File: config.mk
export PLATFORM = sky130hd
export DESIGN_NAME = icache_ctrl_flat
export DESIGN_NICKNAME = d
export VERILOG_FILES = /design/src/rtl/icache_pkg.sv /design/src/rtl/tag_lookup_if.sv /design/src/rtl/refill_if.sv /design/src/rtl/icache_ctrl.sv /design/src/flat_wrapper.sv
export SDC_FILE = /design/constraint.sdc
export NUM_CORES = 1
export LEC_CHECK = 0
export CORE_AREA = 2 2 80 82
export CTS_CLUSTER_DIAMETER = 120
export DETAILED_ROUTE_END_ITERATION = 10
export DIE_AREA = 0 0 82 84
export DONT_BUFFER_PORTS = 1
export GPL_TIMING_DRIVEN = 0
export PLACE_DENSITY = 0.58
export SYNTH_ARGS = -nofsm -noshare
export SYNTH_HDL_FRONTEND = slang
export SYNTH_SLANG_ARGS = --single-unit
File: constraint.sdc
create_clock -name clk -period 10.6 [get_ports clk]
set_input_delay 0.53 -clock clk [delete_from_list [all_inputs] [get_ports clk]]
set_output_delay 0.53 -clock clk [all_outputs]
set_load 0.02 [all_outputs]
File: src/rtl/icache_pkg.sv
package icache_pkg;

	localparam int ADDR_W = 64;
	localparam int WORD_W = 64;
	localparam int NUM_WAYS = 2;
	localparam int NUM_SETS = 64;
	localparam int BEATS_PER_LINE = 4;
	localparam int BYTE_OFF_W = 3;                  // 8 bytes per fetch word
	localparam int BEAT_W = $clog2(BEATS_PER_LINE);
	localparam int INDEX_W = $clog2(NUM_SETS);
	localparam int BEAT_LSB = BYTE_OFF_W;           // addr[4:3]
	localparam int INDEX_LSB = BEAT_LSB + BEAT_W;   // addr[10:5]
	localparam int TAG_LSB = INDEX_LSB + INDEX_W;   // addr[63:11]
	localparam int TAG_W = ADDR_W - TAG_LSB;

	typedef logic [ADDR_W-1:0] addr_t;
	typedef logic [WORD_W-1:0] word_t;
	typedef logic [TAG_W-1:0] tag_t;
	typedef logic [INDEX_W-1:0] index_t;
	typedef logic [BEAT_W-1:0] beat_t;
	typedef logic [$clog2(NUM_WAYS)-1:0] way_t;

	typedef enum logic [1:0] {
		IDLE,
		LOOKUP,
		REFILL,
		RESPOND
	} ctrl_state_t;

	// address field helpers
	function automatic tag_t addr_tag(input addr_t a);
		return a[ADDR_W-1:TAG_LSB];
	endfunction

	function automatic index_t addr_index(input addr_t a);
		return a[INDEX_LSB +: INDEX_W];
	endfunction

	function automatic beat_t addr_beat(input addr_t a);
		return a[BEAT_LSB +: BEAT_W];
	endfunction

	function automatic addr_t line_align(input addr_t a);
		return {a[ADDR_W-1:INDEX_LSB], {INDEX_LSB{1'b0}}}; // drop offset within line
	endfunction

endpackage

File: src/rtl/tag_lookup_if.sv
`timescale 1ns/1ps

interface tag_lookup_if import icache_pkg::*; ();

	index_t index;
	tag_t tag;
	logic lookup;     // compare strobe
	logic fill;       // write tag into victim way
	logic flush;      // drop all valid bits
	logic hit;
	way_t hit_way;
	way_t victim_way; // way a miss in this set would take

	modport ctrl (
		output index, tag, lookup, fill, flush,
		input hit, hit_way, victim_way
	);

	modport tags (
		input index, tag, lookup, fill, flush,
		output hit, hit_way, victim_way
	);

endinterface

File: src/rtl/refill_if.sv
`timescale 1ns/1ps

interface refill_if import icache_pkg::*; ();

	logic start;      // one pulse per miss
	addr_t line_addr; // latched request address
	way_t way;
	index_t index;
	logic beat_we;
	beat_t beat_idx;
	word_t beat_data;
	logic done;       // comes with the last beat

	modport ctrl (
		output start, line_addr, way, index,
		input done
	);

	modport refill (
		input start, line_addr,
		output beat_we, beat_idx, beat_data, done
	);

	modport data (
		input way, index, beat_we, beat_idx, beat_data
	);

endinterface

File: src/rtl/icache_ctrl.sv
`timescale 1ns/1ps

module icache_ctrl import icache_pkg::*; (
	input logic clk,
	input logic rst_n,
	input addr_t cpu_req_addr,
	input logic cpu_req_valid,
	input logic flush,
	output logic cpu_ready,
	tag_lookup_if.ctrl tl,
	refill_if.ctrl rf,
	output logic rd_en,
	output way_t rd_way
);

	ctrl_state_t state_q;
	ctrl_state_t state_nxt;
	addr_t req_addr_q;
	way_t victim_q;
	logic take_req;

	assign take_req = (state_q == IDLE) && cpu_req_valid;

	always_ff @(posedge clk) begin
		if (!rst_n) begin
			state_q <= IDLE;
		end else begin
			state_q <= state_nxt;
		end
	end

	// request address held for the whole transaction
	always_ff @(posedge clk) begin
		if (take_req) begin
			req_addr_q <= cpu_req_addr;
		end
		if (rf.start) begin
			victim_q <= tl.victim_way; // set cannot change until the fill
		end
	end

	always_comb begin
		state_nxt = state_q;
		case (state_q)
			IDLE: begin
				if (cpu_req_valid) begin
					state_nxt = LOOKUP;
				end
			end
			LOOKUP: begin
				if (tl.hit) begin
					state_nxt = RESPOND;
				end else begin
					state_nxt = REFILL;
				end
			end
			REFILL: begin
				if (rf.done) begin
					state_nxt = LOOKUP; // retry, now hits
				end
			end
			RESPOND: state_nxt = IDLE;
			default: state_nxt = IDLE;
		endcase
	end

	assign tl.index = addr_index(req_addr_q);
	assign tl.tag = addr_tag(req_addr_q);
	assign tl.lookup = (state_q == LOOKUP);
	assign tl.fill = (state_q == REFILL) && rf.done;
	// fence.i style flush, only when nothing is pending
	assign tl.flush = (state_q == IDLE) && flush && !cpu_req_valid;

	assign rf.start = (state_q == LOOKUP) && !tl.hit;
	assign rf.line_addr = req_addr_q;
	assign rf.index = addr_index(req_addr_q);
	assign rf.way = victim_q;

	assign rd_en = (state_q == LOOKUP) && tl.hit;
	assign rd_way = tl.hit_way;

	assign cpu_ready = (state_q == RESPOND); // data registered a cycle earlier

	a_ready_single: assert property (@(posedge clk) disable iff (!rst_n)
		cpu_ready |=> !cpu_ready);

	// only the first lookup of a request may refill
	a_start_from_lookup: assert property (@(posedge clk) disable iff (!rst_n)
		rf.start |-> $past(state_q) == IDLE);

	// tag fill must land in the way the data store just wrote
	a_fill_way: assert property (@(posedge clk) disable iff (!rst_n)
		tl.fill |-> tl.victim_way == rf.way);

endmodule

File: src/flat_wrapper.sv
// flat-port wrapper written by rule: the top's interface ports become plain ports
module icache_ctrl_flat import icache_pkg::*;
  (clk, rst_n, cpu_req_addr, cpu_req_valid, flush, cpu_ready, rd_en, rd_way, tl_index, tl_tag, tl_lookup, tl_fill, tl_flush, tl_hit, tl_hit_way, tl_victim_way, rf_start, rf_line_addr, rf_way, rf_index, rf_done);
  tag_lookup_if tl_i ();
  refill_if rf_i ();
  input logic clk;
  input logic rst_n;
  input addr_t cpu_req_addr;
  input logic cpu_req_valid;
  input logic flush;
  output logic cpu_ready;
  output logic rd_en;
  output way_t rd_way;
  output wire logic [$bits(tl_i.index)-1:0] tl_index;
  output wire logic [$bits(tl_i.tag)-1:0] tl_tag;
  output wire logic [$bits(tl_i.lookup)-1:0] tl_lookup;
  output wire logic [$bits(tl_i.fill)-1:0] tl_fill;
  output wire logic [$bits(tl_i.flush)-1:0] tl_flush;
  input wire logic [$bits(tl_i.hit)-1:0] tl_hit;
  input wire logic [$bits(tl_i.hit_way)-1:0] tl_hit_way;
  input wire logic [$bits(tl_i.victim_way)-1:0] tl_victim_way;
  output wire logic [$bits(rf_i.start)-1:0] rf_start;
  output wire logic [$bits(rf_i.line_addr)-1:0] rf_line_addr;
  output wire logic [$bits(rf_i.way)-1:0] rf_way;
  output wire logic [$bits(rf_i.index)-1:0] rf_index;
  input wire logic [$bits(rf_i.done)-1:0] rf_done;
  assign tl_index = tl_i.index;
  assign tl_tag = tl_i.tag;
  assign tl_lookup = tl_i.lookup;
  assign tl_fill = tl_i.fill;
  assign tl_flush = tl_i.flush;
  assign tl_i.hit = tl_hit;
  assign tl_i.hit_way = tl_hit_way;
  assign tl_i.victim_way = tl_victim_way;
  assign rf_start = rf_i.start;
  assign rf_line_addr = rf_i.line_addr;
  assign rf_way = rf_i.way;
  assign rf_index = rf_i.index;
  assign rf_i.done = rf_done;
  icache_ctrl u_core (.clk(clk), .rst_n(rst_n), .cpu_req_addr(cpu_req_addr), .cpu_req_valid(cpu_req_valid), .flush(flush), .cpu_ready(cpu_ready), .tl(tl_i), .rf(rf_i), .rd_en(rd_en), .rd_way(rd_way));
endmodule
# [Word level (Yosys, flattened, before mapping)]
# Index checks and enable logic that the tools add are counted.
[op_classes] n_eq_ne=5 n_reduce_logical=10 mux=4
[ops] op="2-bit case mux with 4 select lines" n=1
[ops] op="1-bit logical AND" n=6
[ops] op="2-bit equality test, second input constant" n=2
[ops] op="2-bit 2-to-1 mux" n=2
[ops] op="2-bit inequality test, second input constant" n=2
[ops] op="2-bit by 1-bit equality test with 1-bit output, second input constant" n=1
[ops] op="1-bit logical NOT" n=2
[ops] op="2-bit logical NOT" n=1
[ops] op="2-bit AND reduction" n=1
[ops] op="1-bit 2-to-1 mux" n=1
[totals] register_bits=67 inputBits=72

# [Depth between registers and ports, before layout]
[logic_depth] word_depth=3 ltp_mapped=3 ltp_nobuf=3

# [Least setup slack after synthesis]
# Ideal clock, no wire load.
[synth_timing] kind="input-to-reg" startpoint="input cpu_req_valid" endpoint="register u_core.req_addr_q[0], in the netlist u_core.rf.line_addr[0], enable pin" t_arrival_ns=5.161 required_ns=10.022 slack_ns=4.861 stages=1 cell_sequence="nor3b_1"
[synth_between] elab_chain_cells=1
[synth_rtl] element="from (decl)" line_no="flat_wrapper.sv:9" rtl="input logic cpu_req_valid;"
[synth_rtl] element="1-bit logical AND" line_no="icache_ctrl.sv:22" rtl="assign take_req = (state_q == IDLE) && cpu_req_valid;"
[synth_rtl] element="to (signal assigned)" line_no="icache_ctrl.sv:35" rtl="req_addr_q <= cpu_req_addr;"
[synth_rtl] element="to (decl)" line_no="icache_ctrl.sv:18" rtl="addr_t req_addr_q;"
# Every way passes these cells.
# A chain may end at the register's enable or synchronous reset.

# [Worst setup path after layout]
[layout_timing] startpoint="register u_core.state_q[1]" endpoint="output tl_flush"
[layout_between] elab_chain_cells=3
[layout_rtl] element="from (decl)" line_no="icache_ctrl.sv:16" rtl="ctrl_state_t state_q;"
[layout_rtl] element="from (signal assigned)" line_no="icache_ctrl.sv:28" rtl="state_q <= state_nxt;"
[layout_rtl] element="2-bit logical NOT" line_no="icache_ctrl.sv:72" rtl="assign tl.flush = (state_q == IDLE) && flush && !cpu_req_valid;"
[layout_rtl] element="1-bit logical AND (2 in series)" line_no="icache_ctrl.sv:72"
[layout_rtl] element="to (decl)" line_no="flat_wrapper.sv:18" rtl="output wire logic [$bits(tl_i.flush)-1:0] tl_flush;"
# Every way passes these cells.

==> flow_summary_export.csv <==
group,metric,value,unit
global_route,grt_pass1_vias,1213,
die,start_util,42.3,%
critical_path,crit_family,"simple AND/OR/NAND/NOR gates",
timing,slew_viol_final,0,
timing,setup_viol,0,
routing,first_iter_violations,31,
timing,maxSlewHeadroom,35.4,%
routing,drc,0,
pwr,max-vdd-ir-drop,0.106,mV
critical_path,path_class,"flop to output pin",
critical_path,crit_path_max_fanout,7,
synth,synth_cell_type_count,12,
critical_path,worst_path_max_delay_cell,"nor4b_1",
outcome,status,"finished clean",
routing,drt_first_pass_iters,4,
finish,final_cell_mix,"buf_4, edfxtp_1, clkbuf_8, buf_6",
die,die-area,6890,um2
clock_network,cts_tree,"done",
finish,final_common_cell,"buf_4",
critical_path,crit_required,10.07,ns
place,dp_cells,226,
critical_path,cp-start-kind,"flop",
timing,hold_viol_final,0,
die,die_w,82,um
timing,tightest_slew,0.956,ns
clock_network,numCtsBuffers,9,
global_route,grt_max_degree,16,
critical_path,critical_path_buf_inv_count,0,
routing,ant_nets,0,
routing,drt-total-wl,4970,um
finish,diodes,0,
min_path,hp-start,"tl_victim_way",
die,fp.coreArea,6100,um2
min_path,hold_class,"input pin to flop",
job,cap_viol_max_count,0,
critical_path,worstPathCellList,"nor4b_1",
global_route,track_usage,14.0,%
place,dp_slack,8.61,ns
finish,final_cells,241,
critical_path,r2r-start,"u_core.state_q[1]",
pwr,power_density,210,nW/um2
die,die_y,84,um
synth,yosysWarnings,0,
synth,seq_area_frac_synth,77.3,%
synth,ys_seq_elements,67,
synth,syn_nets,217,
place,gp_congestion,0.711,
finish,fin_util,47.5,%
timing,fin_setup_tns,0,ns
timing,period_needed,2.09,ns
synth,syn_inst,145,
clock_network,clk_pin_slew_worst_paths,0.07,ns
global_route,antenna_found_initial,0,
timing,fmax,0.478,GHz
routing,vias_per_cell,4.80,
global_route,overflow,0,
clock_network,cts_sinks,67,
timing,skew,0.00805,ns
global_route,grt_pass1_wl,6570,um
routing,vias,1158,
die,pin_count,209,
die,rows,29,
place,dp_hpwl,3950,um
clock_network,cts_resized,0,
clock_network,root_buffer,"clkbuf_8",
clock_network,holdBufCountCts,0,
timing,rsz0062_at_grt,"false",
pwr,p_leak,1.11,nW
finish,fin_nets,232,
critical_path,cp-startpoint,"u_core.state_q[1]",
synth,avgSynthCellArea,17.8,um2
clock_network,post_cts_buffers,0,
timing,worst_slack,8.51,ns
synth,syn_area,2580,um2
critical_path,cpPeakStageDelay,0.86,ns
routing,wl_per_cell,20.6,um
clock_network,htreeDepth,3,
clock_network,clockBufferDepth,2,
critical_path,end_kind,"output pin",
clock_network,clk_latency,0.33,ns
place,io_buffers,0,
finish,area_growth,12.4,%
finish,drive_gt1_share,50.6,%
timing,min_period_over_period,19.7,%
critical_path,worstPathArrival,1.56,ns
## through the flow
stage	cell area, um2	hold slack (ns)	total power [mW]
final	2900	0.293	0.609
after detailed placement	2720	0.629	0.426
after CTS	2900	0.272	0.617
after global routing	2900	0.259	0.634
after global placement	2670	0.586	0.425
after floorplan	2580	0.562	0.415
## sequential cells by signal, indices dropped and copies added (netlist names)
| name | flops |
|---|---|
| u_core.rf.way | 1 |
| u_core.rf.line_addr | 64 |
| u_core.state_q | 2 |
## Yosys cell counts
| cell | n | area share [%] |
|---|---|---|
| edfxtp_1 | 65 | 76 |
| and2b_1 | 1 | 0.29 |
| dfxtp_1 | 2 | 1.6 |
| nor3b_1 | 2 | 0.58 |
| and2_1 | 2 | 0.49 |
| o21a_1 | 2 | 0.58 |
| nor2b_2 | 1 | 0.34 |
| mux2i_1 | 1 | 0.39 |
| nor4b_1 | 1 | 0.34 |
| and3b_1 | 1 | 0.34 |
| buf_4 | 66 | 19 |
| nor2_1 | 1 | 0.15 |
## cells by family after synthesis
kind of cell	Yosys count	share of synthesized area (%)
flip-flops	67	77.3
buffers and inverters	66	19.2
AND/OR/NAND/NOR	9	2.52
AO/OA/AOI/OAI	2	0.582
multiplexers	1	0.388
## per-layer routing
layer  wire length [um]  global-route usage [%]  share of wire, %
met5                  0                       0                 0
met4                141                    8.94               2.8
met2               2650                    23.8                53
met3                776                    9.96                16
met1               1390                    10.6                28
## where the power goes
part / total [mW] / internal, mW / switching [mW]
logic: 0.0675 / 0.0256 / 0.0419
registers: 0.352 / 0.317 / 0.0352
clock network: 0.190 / 0.106 / 0.0843
## final timing paths
| path | cells past startpoint | endpoint | slack, ns |
|---|---|---|---|
| worst max-delay path | 1 | tl_flush | 8.51 |
| worst min-delay path | 0 | u_core.rf.way | 0.29 |
| worst max register to register | 3 | u_core.rf.line_addr[28] | 8.73 |
| worst min register to register | 2 | u_core.state_q[0] | 0.66 |
## layout make-up
class / count / area (um2)
Buffer: 66 / 495
Clock buffer: 11 / 131
Clock inverter: 4 / 42.5
Fill cell: 558 / 3200
Multi-Input combinational cell: 12 / 95.1
Sequential cell: 67 / 1990
Tap cell: 77 / 96.3
Timing Repair Buffer: 4 / 45.0
Note: power is estimated with default switching activity, not from simulation.
