**src/rtl/icache_pkg.sv**
```systemverilog
package icache_pkg;

	localparam int ADDR_W = 64;
	localparam int WORD_W = 64;
	localparam int NUM_WAYS = 2;
	localparam int NUM_SETS = 64;
	localparam int BEATS_PER_LINE = 4;
	localparam int BYTE_OFF_W = 3;                  // 8 bytes per fetch word
	localparam int BEAT_W = $clog2(BEATS_PER_LINE);
	localparam int INDEX_W = $clog2(NUM_SETS);
	localparam int BEAT_LSB = BYTE_OFF_W;           // addr[4:3]
	localparam int INDEX_LSB = BEAT_LSB + BEAT_W;   // addr[10:5]
	localparam int TAG_LSB = INDEX_LSB + INDEX_W;   // addr[63:11]
	localparam int TAG_W = ADDR_W - TAG_LSB;

	typedef logic [ADDR_W-1:0] addr_t;
	typedef logic [WORD_W-1:0] word_t;
	typedef logic [TAG_W-1:0] tag_t;
	typedef logic [INDEX_W-1:0] index_t;
	typedef logic [BEAT_W-1:0] beat_t;
	typedef logic [$clog2(NUM_WAYS)-1:0] way_t;

	typedef enum logic [1:0] {
		IDLE,
		LOOKUP,
		REFILL,
		RESPOND
	} ctrl_state_t;

	// address field helpers
	function automatic tag_t addr_tag(input addr_t a);
		return a[ADDR_W-1:TAG_LSB];
	endfunction

	function automatic index_t addr_index(input addr_t a);
		return a[INDEX_LSB +: INDEX_W];
	endfunction

	function automatic beat_t addr_beat(input addr_t a);
		return a[BEAT_LSB +: BEAT_W];
	endfunction

	function automatic addr_t line_align(input addr_t a);
		return {a[ADDR_W-1:INDEX_LSB], {INDEX_LSB{1'b0}}}; // drop offset within line
	endfunction

endpackage

```
**src/rtl/refill_if.sv**
```systemverilog
`timescale 1ns/1ps

interface refill_if import icache_pkg::*; ();

	logic start;      // one pulse per miss
	addr_t line_addr; // latched request address
	way_t way;
	index_t index;
	logic beat_we;
	beat_t beat_idx;
	word_t beat_data;
	logic done;       // comes with the last beat

	modport ctrl (
		output start, line_addr, way, index,
		input done
	);

	modport refill (
		input start, line_addr,
		output beat_we, beat_idx, beat_data, done
	);

	modport data (
		input way, index, beat_we, beat_idx, beat_data
	);

endinterface

```
**src/rtl/icache_refill.sv**
```systemverilog
`timescale 1ns/1ps

module icache_refill import icache_pkg::*; (
	input logic clk,
	input logic rst_n,
	refill_if.refill rf,
	output addr_t mem_req_addr,
	output logic mem_req_valid,
	input word_t mem_data_read,
	input logic mem_ready
);

	logic busy_q;   // refill open, beats expected
	beat_t count_q;
	logic last_beat;

	assign last_beat = (count_q == beat_t'(BEATS_PER_LINE - 1));

	always_ff @(posedge clk) begin
		if (!rst_n) begin
			busy_q <= 1'b0;
			mem_req_valid <= 1'b0;
			count_q <= '0;
		end else if (rf.start) begin
			busy_q <= 1'b1;
			mem_req_valid <= 1'b1;
			count_q <= '0;
		end else if (rf.beat_we) begin
			mem_req_valid <= 1'b0; // request ends with beat 0
			count_q <= count_q + beat_t'(1);
			if (last_beat) begin
				busy_q <= 1'b0;
			end
		end
	end

	always_ff @(posedge clk) begin
		if (rf.start) begin
			mem_req_addr <= line_align(rf.line_addr);
		end
	end

	// beats pass straight through to the data store
	assign rf.beat_we = busy_q && mem_ready;
	assign rf.beat_idx = count_q;
	assign rf.beat_data = mem_data_read;
	assign rf.done = rf.beat_we && last_beat;

	a_ready_in_refill: assert property (@(posedge clk) disable iff (!rst_n)
		mem_ready |-> busy_q);

endmodule

```
**src/flat_wrapper.sv**
```systemverilog
// flat-port wrapper written by rule: the top's interface ports become plain ports
module icache_refill_flat import icache_pkg::*;
  (clk, rst_n, mem_req_addr, mem_req_valid, mem_data_read, mem_ready, rf_start, rf_line_addr, rf_beat_we, rf_beat_idx, rf_beat_data, rf_done);
  refill_if rf_i ();
  input logic clk;
  input logic rst_n;
  output addr_t mem_req_addr;
  output logic mem_req_valid;
  input word_t mem_data_read;
  input logic mem_ready;
  input wire logic [$bits(rf_i.start)-1:0] rf_start;
  input wire logic [$bits(rf_i.line_addr)-1:0] rf_line_addr;
  output wire logic [$bits(rf_i.beat_we)-1:0] rf_beat_we;
  output wire logic [$bits(rf_i.beat_idx)-1:0] rf_beat_idx;
  output wire logic [$bits(rf_i.beat_data)-1:0] rf_beat_data;
  output wire logic [$bits(rf_i.done)-1:0] rf_done;
  assign rf_i.start = rf_start;
  assign rf_i.line_addr = rf_line_addr;
  assign rf_beat_we = rf_i.beat_we;
  assign rf_beat_idx = rf_i.beat_idx;
  assign rf_beat_data = rf_i.beat_data;
  assign rf_done = rf_i.done;
  icache_refill u_core (.clk(clk), .rst_n(rst_n), .rf(rf_i), .mem_req_addr(mem_req_addr), .mem_req_valid(mem_req_valid), .mem_data_read(mem_data_read), .mem_ready(mem_ready));
endmodule
```
**config.mk**
```make
export PLATFORM = sky130hd
export DESIGN_NAME = icache_refill_flat
export DESIGN_NICKNAME = d
export VERILOG_FILES = /design/src/rtl/icache_pkg.sv /design/src/rtl/refill_if.sv /design/src/rtl/icache_refill.sv /design/src/flat_wrapper.sv
export SDC_FILE = /design/constraint.sdc
export NUM_CORES = 1
export LEC_CHECK = 0
export BUFFER_PORTS_ARGS = -buffer_cell sky130_fd_sc_hd__buf_2
export CORE_AREA = 4 4 101 103
export DETAILED_ROUTE_END_ITERATION = 7
export DIE_AREA = 0 0 105 107
export PLACE_DENSITY_LB_ADDON = 0.05
export REMOVE_ABC_BUFFERS = 1
export SLEW_MARGIN = 20
export SYNTH_ARGS = -nofsm -noshare
export SYNTH_HDL_FRONTEND = slang
export SYNTH_SLANG_ARGS = --single-unit
```
**constraint.sdc**
```tcl
create_clock -name clk -period 2.3 [get_ports clk]
set_clock_uncertainty 0.15 [all_clocks]
set_input_delay 0.46 -clock clk [delete_from_list [all_inputs] [get_ports clk]]
set_output_delay 0.46 -clock clk [all_outputs]
set_load 0.01 [all_outputs]
```
Yosys cells after proc, flatten, opt, wreduce, memory -nomap -nowiden
Index checks and enable logic that the tools add are counted.
{"block": "totals", "register_bits": 63, "input_bits": 132, "output_inout_bits": 133, "word_cells": 18}
{"block": "classes", "mux": 5, "n_reduce_logical": 6, "eq_ne": 1, "addsub": 1, "n_bitwise": 1}
{"op": "2-to-1 mux 1 bit", "n": 5}
{"op": "nonzero test 2 bit", "n": 2}
{"op": "adder 2 x 1 -> 2 bit, second input constant", "n": 1}
{"op": "== test 2 bit, second input constant", "n": 1}
{"op": "logical AND 1 bit", "n": 2}
{"op": "AND reduction 2 bit", "n": 1}
{"op": "OR reduction 2 bit", "n": 1}
{"op": "inverter 1 bit", "n": 1}

Depth between registers and ports, before layout
Gate-level depths: netlist of the first run.
{"block": "depth", "word_depth": 4, "ltp_mapped": 3, "ltp_nobuf": 3}

Worst setup path before layout of the first run
No wires, ideal clock.
{"block": "synth_timing", "path_type": "register -> output", "startpoint": "register u_core.count_q[0], in the netlist u_core.rf.beat_idx[0]", "endpoint": "output rf_done", "t_required_ns": 1.690, "setup_slack_ns": 0.915, "n_path_buf": 0, "t_arrival_ns": 0.775, "path_stages_with_launch": 3, "path_cell_list": "dfxtp_1 > ha_1 > and3_1"}
{"block": "synth_between", "elab_chain_len": 2}
{"element": "from (decl)", "line": "icache_refill.sv:14", "source": "beat_t count_q;"}
{"element": "from (signal assigned)", "line": "icache_refill.sv:30", "source": "count_q <= count_q + beat_t'(1);"}
{"element": "== test 2 bit", "line": "icache_refill.sv:17", "source": "assign last_beat = (count_q == beat_t'(BEATS_PER_LINE - 1));"}
{"element": "logical AND 1 bit", "line": "icache_refill.sv:47", "source": "assign rf.done = rf.beat_we && last_beat;"}
{"element": "to (decl)", "line": "flat_wrapper.sv:16", "source": "output wire logic [$bits(rf_i.done)-1:0] rf_done;"}
Every way passes these cells.

Final worst setup path of the first run
Same ends and word-level chain as after synthesis.

==> results of run 1 <==
[per-layer routing]
| layer | track usage, % | vias to the layer above | routed length (um) |
|---|---|---|---|
| met5 | 5.24 | - | 0 |
| met3 | 24.5 | 9 | 2910 |
| met4 | 4.40 | 0 | 70 |
| met1 | 16.5 | 629 | 3220 |
| met2 | 23.8 | 205 | 4140 |
| li1 | - | 588 | - |
[placed cells by master (no fill, tap or decap), types with 2 or more instances in the layout]
master	instances
clkbuf_1	2
conb_1	5
dfxtp_1	4
a21bo_1	2
edfxtp_1	59
buf_2	126
clkbuf_8	9
o21a_1	2
a21oi_2	2
clkinv_2	3
[state kept, by name, summed over array words and instances (netlist names)]
name / count
u_core.busy_q: 1
u_core.mem_req_addr: 59
u_core.mem_req_valid: 1
u_core.rf.beat_idx: 2
[cell type report]
type / count / area [sq um]
repair buffers: 127 / 651
fillers: 931 / 6240
clock inverters: 5 / 48.8
well taps: 111 / 139
flip-flops and latches: 63 / 1850
clock buffers: 11 / 131
multi-input cells: 19 / 135
[power breakdown]
group / internal (mW) / switching (mW) / total (mW)
combinational: 0.100 / 0.124 / 0.224
clock: 0.492 / 0.396 / 0.888
sequential: 1.35 / 0.0212 / 1.37
[through the flow]
stage | instance area (sq um) | hold WS, ps | std cells
after global placement | 2780 | 391 | 320
after detailed placement | 2780 | 430 | 320
final | 2960 | 154 | 336
after floorplan | 1990 | 366 | 82
after CTS | 2960 | 125 | 336
after global routing | 2960 | 117 | 336
[cell families after synthesis]
group,after synthesis
AO/OA/AOI/OAI,8
adder cells (fa/ha/maj),1
buffers and inverters,69
flip-flops,63
other,1
AND/OR/NAND/NOR,5
[path summary, 6_finish.rpt]
| kind | startpoint | end | slack, ps | depth (start not counted) |
|---|---|---|---|---|
| worst max-delay path | u_core.rf.beat_idx[0]$_SDFFE_PP0P_ | rf_done | 470 | 3 |
| worst min-delay path | rf_line_addr[25] | u_core.mem_req_addr[25]$_DFFE_PP_ | 150 | 1 |
| worst max register to register | u_core.rf.beat_idx[0]$_SDFFE_PP0P_ | u_core.rf.beat_idx[1]$_SDFFE_PP0P_ | 1230 | 3 |
| worst min register to register | u_core.busy_q$_SDFFE_PN0P_ | u_core.rf.beat_idx[1]$_SDFFE_PP0P_ | 440 | 2 |
==> impl_metrics.ini, run 1 <==
[status]
status = completed

[synthesis]
synthSimpleGateAreaFrac_pct = 1.31
ys_seq_area_share_pct = 74.4
postSynthAreaPerCell_sq_um = 16.9
synth_fa_ha_area_share_pct = 0.503
synth.most_common_cell = buf_4
synth-xor-area-share_pct = 0
synth.area.top_cells = edfxtp_1 71%, buf_4 21%, dfxtp_1 3.2%, a21bo_1 0.80%, a21oi_2 0.70%
yosys_warnings = 0
synth_compound_area_share_pct = 2.86
synth_top_area_share_pct = 71.2
synth_top_flop_cell = edfxtp_1
synth_edf_count = 59
async_flop_share_pct = 0
synthTopCellsByCount = 69 x buf_4, 59 x edfxtp_1, 4 x dfxtp_1
synth_top_area_cell = edfxtp_1
syn_area_sq_um = 2490
synth_top_family_by_area = buffers and inverters
synth_cell_type_count = 15
yosys_register_bits = 63
synth_mux_area_share_pct = 0
syn_inst = 147

[floorplan]
dieArea_sq_um = 11200
initial_utilization_pct = 27.1
die_w_um = 105
rows = 35
die_h_um = 107
io-pin-count = 265
core_sq_um = 9200

[routing]
routed_wl_um = 10300
detail_route.wl_per_cell_um = 30.8
drtIter0Drc = 35
first_pass_iters = 4
ant_nets = 0
drc = 0
viasPerCell = 4.26
routed-via-count = 1431

[setup_path]
cp.required_ps = 1690
critPathCaptureType = output port
cp.arrival_ps = 1220
cp_top_family = flip-flops
critical_path.max_fanout = 4
worst-setup-path-type = register to output port
cpPeakStageDelay_ps = 340
crit_chain = ha_1 > and3_1 > buf_2
slowest_stage = dfxtp_1
worst-path-buf-inv = 1
start_kind = register

[cts]
clk_pin_slew_ps = 70
htree_levels = 3
cts.sinks = 63
ctsLongestPathBuffers = 2
cts_made_buffers = 9
ctsHoldBuffers = 0
cts_resized = 0
clockRootBuffer = clkbuf_8
tritoncts = done
clk_latency_ps = 320
cts_setup_buffers = 0

[pwr]
ir_drop_mv = 0.258
power.leakage_nw = 1.28
power.density_nw_per_um2 = 840
p_total_mw = 2.48

[placement]
place_congestion = 0.710
io_buffer_count = 126
dpl_worst_slack_ps = 770
hpwl_um = 8620

[grt]
antenna_found_initial = 0
grt_usage_pct = 18.3
grt_pass1_vias = 1570
grt_start_max_net_pins = 63
grt_pass1_wl_um = 13600
overflow = 0

[worst_hold_path]
hold_class = input pin to register

[timing]
setup_viol_count_final = 0
slew_viol_final = 0
fin_crit_sh_pct = 79.8
final-hold-violation-count = 0
rsz0062_at_grt = false
fin_tns_setup_ps = 0
layout_setup_ws_ps = 466
fin_crit_ps = 1830
fmax_mhz = 545

[final_layout]
synthToLayoutAreaGrowth_pct = 18.7
fin_util_pct = 32.1
diodes = 0
drive_gt1_share_pct = 63.6
nNetsFinal = 353

[job]
drv_cap = 0
Power figures use the tool's default switching activity.
==> run 2, diff against run 1 <==
Settings changed: CORE_AREA 4 4 101 103 to 4 4 100 102, DIE_AREA 0 0 105 107 to 0 0 104 106.
Clock period 2.3 ns to 1.9 ns, I/O delays scaled along.
==> run 2 against run 1 <==
Utilization is 1.1 points higher. Wire length is 6.4% higher. Count of clock-buffer cells in the layout down 1. Cell count is 1.2% higher. Global-route usage up 1.3 points. Flip-flop and latch count stayed put. Combinational power up 23%. Largest power group unchanged. Via count down 0.84%. Critical path depth unchanged. Hold slack lost 88 ps. Sequential share of layout area shrank 1.5 points. Die area decreased by 1.9%.
==> impl_metrics.ini, run 2 (synthesized netlist as in run 1, its figures left out) <==
[grt]
grt_usage_pct = 19.6
antenna_found_initial = 10
grt_pass1_wl_um = 14000
overflow = 0
top_usage_layer = met3
grt_use_met1_pct = 15.1
gr-usage-met2_pct = 25.9
grt_pass1_vias = 1512
grt_start_max_net_pins = 36
grtUsageMet3_pct = 30.1

[final_layout]
synthToLayoutAreaGrowth_pct = 21.6
instances_no_fill = 340
mostFrequentLayoutCells = 126 x buf_2, 59 x edfxtp_1, 9 x clkbuf_8
drive_gt1_share_pct = 64.2
seq_area_sq_um = 1850
nNetsFinal = 354
final_common_cell = buf_2
largest_reg_flops = 59
fillers = 924
top_register = u_core.mem_req_addr
design_area_sq_um = 3030
multi_input_area_sq_um = 135
fin_util_pct = 33.2

[cts]
htree_levels = 3
cts_setup_buffers = 0
clockRootBuffer = clkbuf_8
ctsHoldBuffers = 0
cts_made_buffers = 9
clk_pin_slew_ps = 70
cts.sinks = 63
ctsLongestPathBuffers = 2
cts_resized = 0
tritoncts = done
clk_latency_ps = 330

[placement]
placedCellCount = 321
placed_area_sq_um = 2780
io_buffer_count = 126
place_congestion = 0.750

[setup_path]
slowest_stage = dfxtp_1
start_kind = register
critPathCaptureType = output port
crit_chain = ha_1 > and3_1 > buf_2
worst-setup-path-type = register to output port
critical_path.max_fanout = 4
cpPeakStageDelay_ps = 340
cp.required_ps = 1370
cp.arrival_ps = 1200

[timing]
setup_viol_count_final = 0
fin_crit_ps = 1730
rsz0062_at_grt = false
fin_tns_setup_ps = 0
slew_viol_final = 0
fmax_mhz = 577
whs_ps = 66.0
final-hold-violation-count = 0
fin_crit_sh_pct = 91.1

[pwr]
ir_drop_mv = 0.300
power.density_nw_per_um2 = 1100
power.leakage_nw = 1.30

[routing]
routed_wl_um = 11000
drc = 0
ant_nets = 0
drtIter0Drc = 42
routed-via-count = 1419
viasPerCell = 4.17
first_pass_iters = 4
detail_route.wl_per_cell_um = 32.4

[floorplan]
die_w_um = 104
rows = 35
dieArea_sq_um = 11000
initial_utilization_pct = 27.3
die_h_um = 106
io-pin-count = 265
core_sq_um = 9110

[status]
status = completed

[worst_hold_path]
hold_class = input pin to register

[job]
drv_cap = 0
run 2: cell types whose count changed in the layout (fill, tap and decap cells not counted), sizes merged:
cell / previous run / this run
diode: 0 / 3
clkinv: 4 / 1
clkbuf: 11 / 10
bufinv: 1 / 3
clkinvlp: 0 / 2
buf: 127 / 128
run 2: final cells by class:
class	instances	share of cell area, %
Sequential cell	63	61.2
Timing Repair Buffer	128	21.7
Multi-Input combinational cell	19	4.46
Clock inverter	6	3.60
Antenna cell	3	0.248
Clock buffer	10	4.21
Tap cell	111	4.59
run 2: worst paths after layout:
kind	slack (ps)	to	depth (start not counted)	startpoint
worst max-delay path	170	rf_done	3	u_core.rf.beat_idx[0]$_SDFFE_PP0P_
worst min-delay path	70	u_core.mem_req_addr[33]$_DFFE_PP_	1	rf_line_addr[33]
worst max register to register	850	u_core.busy_q$_SDFFE_PN0P_	3	u_core.rf.beat_idx[0]$_SDFFE_PP0P_
worst min register to register	440	u_core.rf.beat_idx[1]$_SDFFE_PP0P_	2	u_core.busy_q$_SDFFE_PN0P_
run 2: metal layers:
layer  wire length, um  up-vias
li1                  -      595
met5               177        -
met1              3000      583
met2              4360      201
met3              3370       24
met4                89       16
run 2: worst max-delay path, delay by kind of cell (launching register included):
| kind | cells | cell delay [ps] |
|---|---|---|
| AND/OR/NAND/NOR | 1 | 180 |
| buffers and inverters | 1 | 130 |
| adder cells (fa/ha/maj) | 1 | 230 |
| flip-flops | 1 | 340 |
run 2: where the power goes:
group	total [mW]	internal (mW)	switching [mW]
logic	0.276	0.123	0.153
clock network	1.38	0.867	0.515
registers	1.66	1.63	0.0261
total	3.32	2.62	0.694
run 2: through the flow:
step | power (mW) | worst slack, ps
2_1_floorplan | 1.77 | 595
3_3_place_gp | 1.97 | 537
3_5_place_dp | 1.97 | 512
4_1_cts | 3.37 | 134
5_1_grt | 3.45 | 108
6_report | 3.32 | 168
